<file path="config.mk">
export PLATFORM = sky130hd
export DESIGN_NAME = clink_receiver_top
export DESIGN_NICKNAME = d
export VERILOG_FILES = /design/src/hdl/clink_pkg.sv /design/src/hdl/clink_video_if.sv /design/src/hdl/clink_port_unpack.sv /design/src/hdl/clink_ctrl_sync.sv /design/src/hdl/clink_frame_tracker.sv /design/src/hdl/cl_ser_tx.sv /design/src/hdl/cl_ser_rx.sv /design/src/hdl/clink_receiver_top.sv
export SDC_FILE = /design/constraint.sdc
export NUM_CORES = 1
export LEC_CHECK = 0
export BUFFER_PORTS_ARGS = -buffer_cell sky130_fd_sc_hd__buf_2
export CAP_MARGIN = 0
export CORE_MARGIN = 8
export CORE_UTILIZATION = 59
export CTS_BUF_LIST = sky130_fd_sc_hd__clkbuf_16
export DETAILED_ROUTE_END_ITERATION = 8
export PLACE_DENSITY = 0.95
export SLEW_MARGIN = 10
export SYNTH_ARGS = -nofsm -noshare
export SYNTH_HDL_FRONTEND = slang
export SYNTH_SLANG_ARGS = --single-unit
</file>
<file path="constraint.sdc">
create_clock -name clink_X_clk_out -period 5.82 [get_ports clink_X_clk_out]
set_input_delay 1.164 -clock clink_X_clk_out [delete_from_list [all_inputs] [get_ports clink_X_clk_out]]
set_output_delay 1.164 -clock clink_X_clk_out [all_outputs]
set_load 0.005 [all_outputs]
</file>
<file path="src/hdl/clink_pkg.sv">
package clink_pkg;

    typedef logic [27:0] pixel_word_t;          // One deserialized X channel word
    typedef logic [7:0]  tap_t;                 // One 8-bit pixel tap
    typedef logic [7:0]  uart_byte_t;           // Serial data byte

    typedef logic [4:0]  word_pos_t;            // Bit position inside pixel_word_t
    typedef word_pos_t   tap_map_t [0:7];       // Indexed by tap bit

    localparam int NUM_TAPS = 3;                // Base configuration, X channel only

    //////////////////////////////////////////////////
    // Camera Link X channel bit map
    //////////////////////////////////////////////////

    // Entry n is the word bit that feeds tap bit n
    localparam tap_map_t TAP_MAP_D0 = '{
        5'd6,  5'd5,  5'd4,  5'd3,  5'd2,  5'd1,  5'd27, 5'd26
    };
    localparam tap_map_t TAP_MAP_D1 = '{
        5'd0,  5'd13, 5'd12, 5'd11, 5'd10, 5'd9,  5'd25, 5'd24
    };
    localparam tap_map_t TAP_MAP_D2 = '{
        5'd8,  5'd7,  5'd20, 5'd19, 5'd18, 5'd17, 5'd23, 5'd22
    };

    // Framing bits, bit 21 is spare
    localparam word_pos_t LVAL_POS = 5'd16;
    localparam word_pos_t FVAL_POS = 5'd15;
    localparam word_pos_t DVAL_POS = 5'd14;

    //////////////////////////////////////////////////
    // Serial control link
    //////////////////////////////////////////////////

    // Start + 8 data + stop, no parity
    localparam int UART_FRAME_BITS = 10;

endpackage

</file>
<file path="src/hdl/clink_video_if.sv">
`timescale 1ns/1ps

interface clink_video_if
    import clink_pkg::*;
();

    tap_t d0;       // Tap A
    tap_t d1;       // Tap B
    tap_t d2;       // Tap C
    logic lval;     // Line valid
    logic fval;     // Frame valid
    logic dval;     // Data valid
    logic valid;    // px_ready one cycle late

    // Unpacker side
    modport source (output d0, d1, d2, lval, fval, dval, valid);

    // Pin register side
    modport sink (input d0, d1, d2, lval, fval, dval, valid);

    // Line detect only
    modport monitor (input lval, valid);

endinterface

</file>
<file path="src/hdl/clink_port_unpack.sv">
`timescale 1ns/1ps

module clink_port_unpack
    import clink_pkg::*;
(
    input  logic                clink_X_clk_out,
    input  logic                clink_reset_buffer2,
    input  pixel_word_t         pixel_x,        // Deserializer output
    input  logic                px_ready,       // Deserializer lock
    clink_video_if.source       video
);

    //////////////////////////////////////////////////
    // Bit remap
    //////////////////////////////////////////////////

    tap_t taps_next [NUM_TAPS];   // Remapped taps, one per map table

    // Pure wiring, one lookup per tap bit
    always_comb begin
        for (int b = 0; b < $bits(tap_t); b++) begin
            taps_next[0][b] = pixel_x[TAP_MAP_D0[b]];
            taps_next[1][b] = pixel_x[TAP_MAP_D1[b]];
            taps_next[2][b] = pixel_x[TAP_MAP_D2[b]];
        end
    end

    //////////////////////////////////////////////////
    // Word register
    //////////////////////////////////////////////////

    // Tap payload, held while the link is down
    always_ff @(posedge clink_X_clk_out) begin
        if (px_ready) begin
            video.d0 <= taps_next[0];
            video.d1 <= taps_next[1];
            video.d2 <= taps_next[2];
        end
    end

    // Framing and valid level
    always_ff @(posedge clink_X_clk_out) begin
        if (clink_reset_buffer2) begin
            video.lval  <= 1'b0;
            video.fval  <= 1'b0;
            video.dval  <= 1'b0;
            video.valid <= 1'b0;
        end else begin
            video.valid <= px_ready;                // Lock level, delayed
            if (px_ready) begin
                video.lval <= pixel_x[LVAL_POS];
                video.fval <= pixel_x[FVAL_POS];
                video.dval <= pixel_x[DVAL_POS];
            end
        end
    end

endmodule

</file>
<file path="src/hdl/clink_ctrl_sync.sv">
`timescale 1ns/1ps

module clink_ctrl_sync (
    input  logic                clink_X_clk_out,
    input  logic                aresetn,        // External, async to pixel clock
    input  logic                auto_start,     // Software arm, async
    clink_video_if.monitor      video,
    output logic                clink_reset_buffer2,
    output logic                line_seen       // Sticky until reset
);

    logic clink_reset_buffer1;
    logic auto_start_buffer1;
    logic auto_start_buffer2;

    // Two-stage synchronizers
    always_ff @(posedge clink_X_clk_out) begin
        clink_reset_buffer1 <= ~aresetn;            // Active high from here on
        clink_reset_buffer2 <= clink_reset_buffer1;
        auto_start_buffer1  <= auto_start;
        auto_start_buffer2  <= auto_start_buffer1;
    end

    // Set on a line while armed
    always_ff @(posedge clink_X_clk_out) begin
        if (clink_reset_buffer2) begin
            line_seen <= 1'b0;
        end else if (video.valid && video.lval && auto_start_buffer2) begin
            line_seen <= 1'b1;
        end
    end

endmodule

</file>
<file path="src/hdl/clink_frame_tracker.sv">
`timescale 1ns/1ps

module clink_frame_tracker
    import clink_pkg::*;
(
    input  logic                clink_X_clk_out,
    input  logic                clink_reset_buffer2,
    clink_video_if.sink         video,
    output tap_t                d0,
    output tap_t                d1,
    output tap_t                d2,
    output logic                lval,
    output logic                fval,
    output logic                dval,
    output logic                image_end       // One cycle at frame end
);

    logic fval_prev;    // Output fval, one cycle back

    //////////////////////////////////////////////////
    // Pin registers
    //////////////////////////////////////////////////

    // Taps follow the interface only while locked
    always_ff @(posedge clink_X_clk_out) begin
        if (video.valid) begin
            d0 <= video.d0;
            d1 <= video.d1;
            d2 <= video.d2;
        end
    end

    always_ff @(posedge clink_X_clk_out) begin
        if (clink_reset_buffer2) begin
            lval <= 1'b0;
            fval <= 1'b0;
            dval <= 1'b0;
        end else if (video.valid) begin
            lval <= video.lval;
            fval <= video.fval;
            dval <= video.dval;
        end
    end

    //////////////////////////////////////////////////
    // Frame end detect
    //////////////////////////////////////////////////

    always_ff @(posedge clink_X_clk_out) begin
        if (clink_reset_buffer2) begin
            fval_prev <= 1'b0;
        end else begin
            fval_prev <= fval;
        end
    end

    // Falling edge of the pin fval, same cycle
    assign image_end = fval_prev & ~fval;

endmodule

</file>
<file path="src/hdl/cl_ser_tx.sv">
`timescale 1ns/1ps

module cl_ser_tx
    import clink_pkg::*;
#(
    parameter int CLKS_PER_BIT = 10     // Pixel clocks per serial bit
) (
    input  logic                clink_X_clk_out,
    input  logic                clink_reset_buffer2,
    input  logic                tx_start,       // One-cycle request
    input  uart_byte_t          tx_data,
    output logic                tx_busy,
    output logic                ser_tc          // Serial line to camera
);

    localparam int CNT_W = $clog2(CLKS_PER_BIT);
    localparam int BIT_W = $clog2(UART_FRAME_BITS);
    localparam logic [CNT_W-1:0] CNT_LAST = CNT_W'(CLKS_PER_BIT - 1);
    localparam logic [BIT_W-1:0] BIT_LAST = BIT_W'(UART_FRAME_BITS - 1);

    typedef enum logic {
        TX_IDLE,
        TX_SEND
    } tx_state_t;

    tx_state_t                  state;
    logic [CNT_W-1:0]           clk_cnt;        // Position inside the bit
    logic [BIT_W-1:0]           bit_cnt;        // Frame bit on the line
    logic [UART_FRAME_BITS-1:0] frame_sr;       // Stop, data, start; LSB out first

    //////////////////////////////////////////////////
    // FSM and counters
    //////////////////////////////////////////////////

    always_ff @(posedge clink_X_clk_out) begin
        if (clink_reset_buffer2) begin
            state   <= TX_IDLE;
            clk_cnt <= '0;
            bit_cnt <= '0;
        end else begin
            case (state)
                TX_IDLE: begin
                    clk_cnt <= '0;
                    bit_cnt <= '0;
                    if (tx_start) state <= TX_SEND;        // Start while busy never seen here
                end
                TX_SEND: begin
                    if (clk_cnt == CNT_LAST) begin
                        clk_cnt <= '0;
                        if (bit_cnt == BIT_LAST) state <= TX_IDLE;  // Stop bit done
                        else bit_cnt <= bit_cnt + 1'b1;
                    end else begin
                        clk_cnt <= clk_cnt + 1'b1;
                    end
                end
                default: state <= TX_IDLE;
            endcase
        end
    end

    // Frame loaded on accept, shifted at each bit end
    always_ff @(posedge clink_X_clk_out) begin
        if (state == TX_IDLE && tx_start) begin
            frame_sr <= {1'b1, tx_data, 1'b0};
        end else if (state == TX_SEND && clk_cnt == CNT_LAST) begin
            frame_sr <= {1'b1, frame_sr[UART_FRAME_BITS-1:1]};
        end
    end

    assign tx_busy = (state == TX_SEND);
    assign ser_tc  = tx_busy ? frame_sr[0] : 1'b1;  // Idle mark

endmodule

</file>
<file path="src/hdl/cl_ser_rx.sv">
`timescale 1ns/1ps

module cl_ser_rx
    import clink_pkg::*;
#(
    parameter int CLKS_PER_BIT = 10     // Pixel clocks per serial bit
) (
    input  logic                clink_X_clk_out,
    input  logic                clink_reset_buffer2,
    input  logic                ser_tfg,        // Serial line from camera
    output logic                rx_ready,       // One-cycle byte strobe
    output uart_byte_t          rx_data
);

    localparam int DATA_BITS = UART_FRAME_BITS - 2;    // Less start and stop
    localparam int CNT_W     = $clog2(CLKS_PER_BIT);
    localparam logic [CNT_W-1:0] CNT_LAST = CNT_W'(CLKS_PER_BIT - 1);
    localparam logic [CNT_W-1:0] CNT_HALF = CNT_W'(CLKS_PER_BIT / 2 - 1);
    localparam logic [2:0]       DATA_LAST = 3'(DATA_BITS - 1);

    typedef enum logic [1:0] {
        RX_IDLE,
        RX_START,
        RX_DATA,
        RX_STOP
    } rx_state_t;

    rx_state_t          state;
    logic               rx_meta;        // First sync stage
    logic               rx_sync;        // Safe to sample
    logic [CNT_W-1:0]   clk_cnt;
    logic [2:0]         bit_idx;
    uart_byte_t         data_sr;        // LSB arrives first

    //////////////////////////////////////////////////
    // Input sync, idles at mark
    //////////////////////////////////////////////////

    always_ff @(posedge clink_X_clk_out) begin
        if (clink_reset_buffer2) begin
            rx_meta <= 1'b1;
            rx_sync <= 1'b1;
        end else begin
            rx_meta <= ser_tfg;
            rx_sync <= rx_meta;
        end
    end

    //////////////////////////////////////////////////
    // Receive FSM
    //////////////////////////////////////////////////

    always_ff @(posedge clink_X_clk_out) begin
        if (clink_reset_buffer2) begin
            state    <= RX_IDLE;
            clk_cnt  <= '0;
            bit_idx  <= '0;
            rx_ready <= 1'b0;
        end else begin
            rx_ready <= 1'b0;
            clk_cnt  <= clk_cnt + 1'b1;
            case (state)
                RX_IDLE: begin
                    clk_cnt <= '0;
                    bit_idx <= '0;
                    if (!rx_sync) state <= RX_START;       // Falling edge
                end
                RX_START: if (clk_cnt == CNT_HALF) begin
                    clk_cnt <= '0;
                    state   <= rx_sync ? RX_IDLE : RX_DATA;  // Glitch rejected
                end
                RX_DATA: if (clk_cnt == CNT_LAST) begin
                    clk_cnt <= '0;
                    bit_idx <= bit_idx + 1'b1;
                    if (bit_idx == DATA_LAST) state <= RX_STOP;
                end
                RX_STOP: if (clk_cnt == CNT_LAST) begin
                    rx_ready <= rx_sync;                     // Framing error drops byte
                    state    <= RX_IDLE;
                end
                default: state <= RX_IDLE;
            endcase
        end
    end

    // Mid-bit samples and output byte
    always_ff @(posedge clink_X_clk_out) begin
        if (state == RX_DATA && clk_cnt == CNT_LAST) begin
            data_sr <= {rx_sync, data_sr[DATA_BITS-1:1]};
        end
        if (state == RX_STOP && clk_cnt == CNT_LAST && rx_sync) begin
            rx_data <= data_sr;
        end
    end

endmodule

</file>
<file path="src/hdl/clink_receiver_top.sv">
`timescale 1ns/1ps

module clink_receiver_top
    import clink_pkg::*;
#(
    parameter int CLK_FREQ  = 82_000_000,   // Pixel clock, Hz
    parameter int BAUD_RATE = 9600
) (
    input  logic            clink_X_clk_out,    // Recovered pixel clock
    input  logic            aresetn,
    input  logic            auto_start,         // Master enable

    // X channel word from the deserializer
    input  pixel_word_t     pixel_x,
    input  logic            px_ready,

    // Unpacked video
    output tap_t            d0,
    output tap_t            d1,
    output tap_t            d2,
    output logic            lval,
    output logic            fval,
    output logic            dval,
    output logic            image_end,
    output logic            line_seen,

    // Camera control serial link
    input  logic            tx_start,
    input  uart_byte_t      tx_data,
    output logic            tx_busy,
    output logic            ser_tc,             // SerTC, to camera
    input  logic            ser_tfg,            // SerTFG, from camera
    output logic            rx_ready,
    output uart_byte_t      rx_data
);

    localparam int CLKS_PER_BIT = CLK_FREQ / BAUD_RATE;

    logic clink_reset_buffer2;  // Synchronized reset, active high

    clink_video_if video_if ();

    //////////////////////////////////////////////////
    // Video path
    //////////////////////////////////////////////////

    clink_ctrl_sync ctrl_sync_i (
        .clink_X_clk_out     (clink_X_clk_out),
        .aresetn             (aresetn),
        .auto_start          (auto_start),
        .video               (video_if.monitor),
        .clink_reset_buffer2 (clink_reset_buffer2),
        .line_seen           (line_seen)
    );

    clink_port_unpack port_unpack_i (
        .clink_X_clk_out     (clink_X_clk_out),
        .clink_reset_buffer2 (clink_reset_buffer2),
        .pixel_x             (pixel_x),
        .px_ready            (px_ready),
        .video               (video_if.source)
    );

    clink_frame_tracker frame_tracker_i (
        .clink_X_clk_out     (clink_X_clk_out),
        .clink_reset_buffer2 (clink_reset_buffer2),
        .video               (video_if.sink),
        .d0                  (d0),
        .d1                  (d1),
        .d2                  (d2),
        .lval                (lval),
        .fval                (fval),
        .dval                (dval),
        .image_end           (image_end)
    );

    //////////////////////////////////////////////////
    // Serial link, on the pixel clock
    //////////////////////////////////////////////////

    cl_ser_tx #(
        .CLKS_PER_BIT        (CLKS_PER_BIT)
    ) ser_tx_i (
        .clink_X_clk_out     (clink_X_clk_out),
        .clink_reset_buffer2 (clink_reset_buffer2),
        .tx_start            (tx_start),
        .tx_data             (tx_data),
        .tx_busy             (tx_busy),
        .ser_tc              (ser_tc)
    );

    cl_ser_rx #(
        .CLKS_PER_BIT        (CLKS_PER_BIT)
    ) ser_rx_i (
        .clink_X_clk_out     (clink_X_clk_out),
        .clink_reset_buffer2 (clink_reset_buffer2),
        .ser_tfg             (ser_tfg),
        .rx_ready            (rx_ready),
        .rx_data             (rx_data)
    );

endmodule

</file>
==> run_results.csv <==
group,metric,value,unit
power_and_ir_drop,pwr-share-comb,2.8,%
setup_path,cp.arrival,2550,ps
setup_path,path_cells,"ha_1 -> nor4bb_1 -> nand4_1 -> a22oi_1 -> nor2_1",
hold_path,worst_hold_path_type,"reg -> reg",
routing,vias,2989,
final_layout,fillers,497,
clocking,clockBufferDepth,2,
floorplanning,die_w,105,um
logic_synthesis,synth_top_area_share,46.7,%
setup_path,cp-startpoint,"ser_rx_i.clk_cnt[0]",
sta,relSlewSlack,18.3,%
logic_synthesis,synthFlopType,"edfxtp_1",
setup_path,cp.required,6060,ps
sta,fmax,433,MHz
routing,initialDrtViolationCount,118,
logic_synthesis,synth-edff-count,72,
global_routing,met3_usage,6.33,%
floorplanning,fp-row-count,32,
floorplanning,die_h,105,um
power_and_ir_drop,totalPowerFinal,2120,uW
clocking,cts_root_buf,"clkbuf_16",
hold_path,worstHoldPathCells,0,
global_routing,grt_max_degree,29,
sta,hold_viol,0,
sta,setup_viol,0,
global_routing,grt_usage,17.5,%
sta,worst_pin_slew,1220,ps
logic_synthesis,async_flop_share,0,%
setup_path,slowest_stage,"a22oi_1",
final_layout,area_growth_syn_to_layout,23.4,%
run,max-cap-violations,0,
place,place_congestion,0.819,
logic_synthesis,synth_fp_nets,400,
power_and_ir_drop,power.switching,431,uW
setup_path,slowest_delay,840,ps
clocking,clock_latency,400,ps
logic_synthesis,syn-instance-count,349,
setup_path,crit_path_end_kind,"register",
sta,fin_setup_tns,0,ps
setup_path,rr_worst_depth,5,
sta,fin_crit,2310,ps
power_and_ir_drop,p_leak,0.00212,uW
routing,ant_nets,0,
routing,drt-vias-per-instance,5.41,
setup_path,cp.depth,5,
logic_synthesis,synth_warnings,0,
setup_path,cp-start-kind,"register",
routing,wl_per_cell,17.1,um
logic_synthesis,ys_ff_latch,127,
global_routing,top_usage_layer,"met2",
final_layout,fin_nets,488,
floorplanning,initial_core_util,60.3,%
hold_path,hp-start,"ctrl_sync_i.clink_reset_buffer1",
logic_synthesis,syn_area_per_cell,13.3,sq um
routing,routed_wl,9470,um
setup_path,path_delay_family,"compound AO/OA/AOI/OAI gates",
power_and_ir_drop,internal-power,1680,uW
logic_synthesis,synth.most_common_cell,"edfxtp_1",
final_layout,drive_gt1_share,25.6,%
place,detailed_place_hpwl,6380,um
clocking,post_cts_buffers,0,
routing,first_pass_iters,4,
power_and_ir_drop,power.share.clock,49.5,%
final_layout,antenna_cells,0,
floorplanning,num_io_pins,82,
routing,drc_errors,0,
clocking,postCtsHoldBufs,0,
logic_synthesis,syn_area,4630,sq um
global_routing,grtUsageMet1,19.7,%
logic_synthesis,synthTopCellsByArea,"edfxtp_1, dfxtp_1, nor2_1, xnor2_1, ha_1",
sta,skew,8.57,ps
sta,fin_ws,3510,ps
global_routing,antenna_found_initial,0,
clocking,clock-sinks,127,
floorplanning,core-area,7690,sq um
clocking,cts_htree_levels,4,
clocking,cts_resized,0,
sta,rsz0062_at_grt,"no",
logic_synthesis,synth_common_cells,"edfxtp_1, dfxtp_1, nor2_1, xnor2_1, inv_1",
place,place_ws,3340,ps
power_and_ir_drop,power_density,370,nW/um^2
power_and_ir_drop,seqPwrFrac,47.6,%
power_and_ir_drop,switching_share,20.4,%
setup_path,cp_max_fo,14,
global_routing,overflow,0,
clocking,clk_pin_slew,60,ps
place,port_buffers,80,
final_layout,final_util,74.4,%
global_routing,met2_usage,29.4,%
setup_path,crit_type,"reg -> reg",
clocking,tritoncts,"yes",
sta,finalCritPeriodShare,39.7,%
status,run_status,"completed",
logic_synthesis,synth_top_cell_by_area,"edfxtp_1",
floorplanning,dieArea,10900,sq um
power_and_ir_drop,ir_drop,0.219,mV
sta,drv_slew,0,
logic_synthesis,synth.distinct_cells,44,
global_routing,grt_pass1_wl,15200,um
global_routing,grt_pass1_vias,3043,
logic_synthesis,ys_seq_area_share,70.4,%
setup_path,r2r_start,"ser_rx_i.clk_cnt[0]",
clocking,cts_buffers,17,
setup_path,crit_buf_inv,0,
metrics by stage:
step,hold WS [ps],cell area [sq um],std cells
4_1_cts,334,5720,552
3_3_place_gp,311,5120,520
2_1_floorplan,310,4630,349
6_report,333,5720,552
5_1_grt,339,5720,552
3_5_place_dp,313,5120,520
cell type report:
type / instances / area, sq um / share of cell area [%]
inverter: 15 / 56.3 / 0.985
sequential: 127 / 3260 / 57.1
tap: 102 / 128 / 2.23
timing repair buffer: 80 / 400 / 7.00
multi-input combinational: 196 / 1270 / 22.2
clock buffer: 17 / 425 / 7.44
clock inverter: 15 / 173 / 3.02
logic make-up after synthesis:
logic type | Yosys count | share of synthesized area (%)
simple gates | 130 | 15.1
flops | 127 | 70.4
compound gates | 27 | 4.10
buf+inv | 26 | 2.13
xor+xnor | 24 | 4.54
fa+ha+maj | 9 | 2.43
mux | 6 | 1.30
registers in the layout, indices dropped and copies added (netlist names), 3 cells and up, named ones only:
signal and cells:
ser_rx_i.bit_idx 3, frame_tracker_i.d1 8, port_unpack_i.video.d0 8, ser_rx_i.clk_cnt 14, frame_tracker_i.d2 8, ser_tx_i.clk_cnt 14, ser_tx_i.bit_cnt 4, ser_rx_i.rx_data 8
port_unpack_i.video.d1 8, ser_tx_i.frame_sr 9, frame_tracker_i.d0 8, ser_rx_i.data_sr 8, port_unpack_i.video.d2 8
worst paths after layout:
kind                                                         to  slack (ps)
worst max register to register              ser_rx_i.clk_cnt[4]        3510
worst min-delay path            ctrl_sync_i.clink_reset_buffer2         330
worst min register to register  ctrl_sync_i.clink_reset_buffer2         330
worst max-delay path                        ser_rx_i.clk_cnt[4]        3510
placed cells by master, fill, tap and decap left out, types with 10 or more instances in the layout:
cell type / Yosys / routed
buf_2: 1 / 80
dfxtp_1: 55 / 55
inv_1: 15 / 17
nand3_1: 11 / 11
nand4_1: 14 / 14
edfxtp_1: 72 / 72
xnor2_1: 18 / 18
clkbuf_16: 0 / 17
nand2_1: 12 / 12
nor3_1: 10 / 10
nor2_1: 42 / 42
power groups by stage:
stage	logic (uW)	registers (uW)	clock network, uW
after floorplan	29.0	1020	0
after global placement	55.2	1020	0
after detailed placement	59.6	1030	0
after CTS	60.8	1010	1050
after global routing	66.1	1010	1100
final	59.7	1010	1050
routing by layer:
layer / vias up / wire length [um]
li1: 1441 / -
met1: 1432 / 3900
met2: 108 / 4730
met3: 8 / 734
met4: 0 / 104
met5: - / 0
No activity file was read; power rests on OpenSTA's default activity.
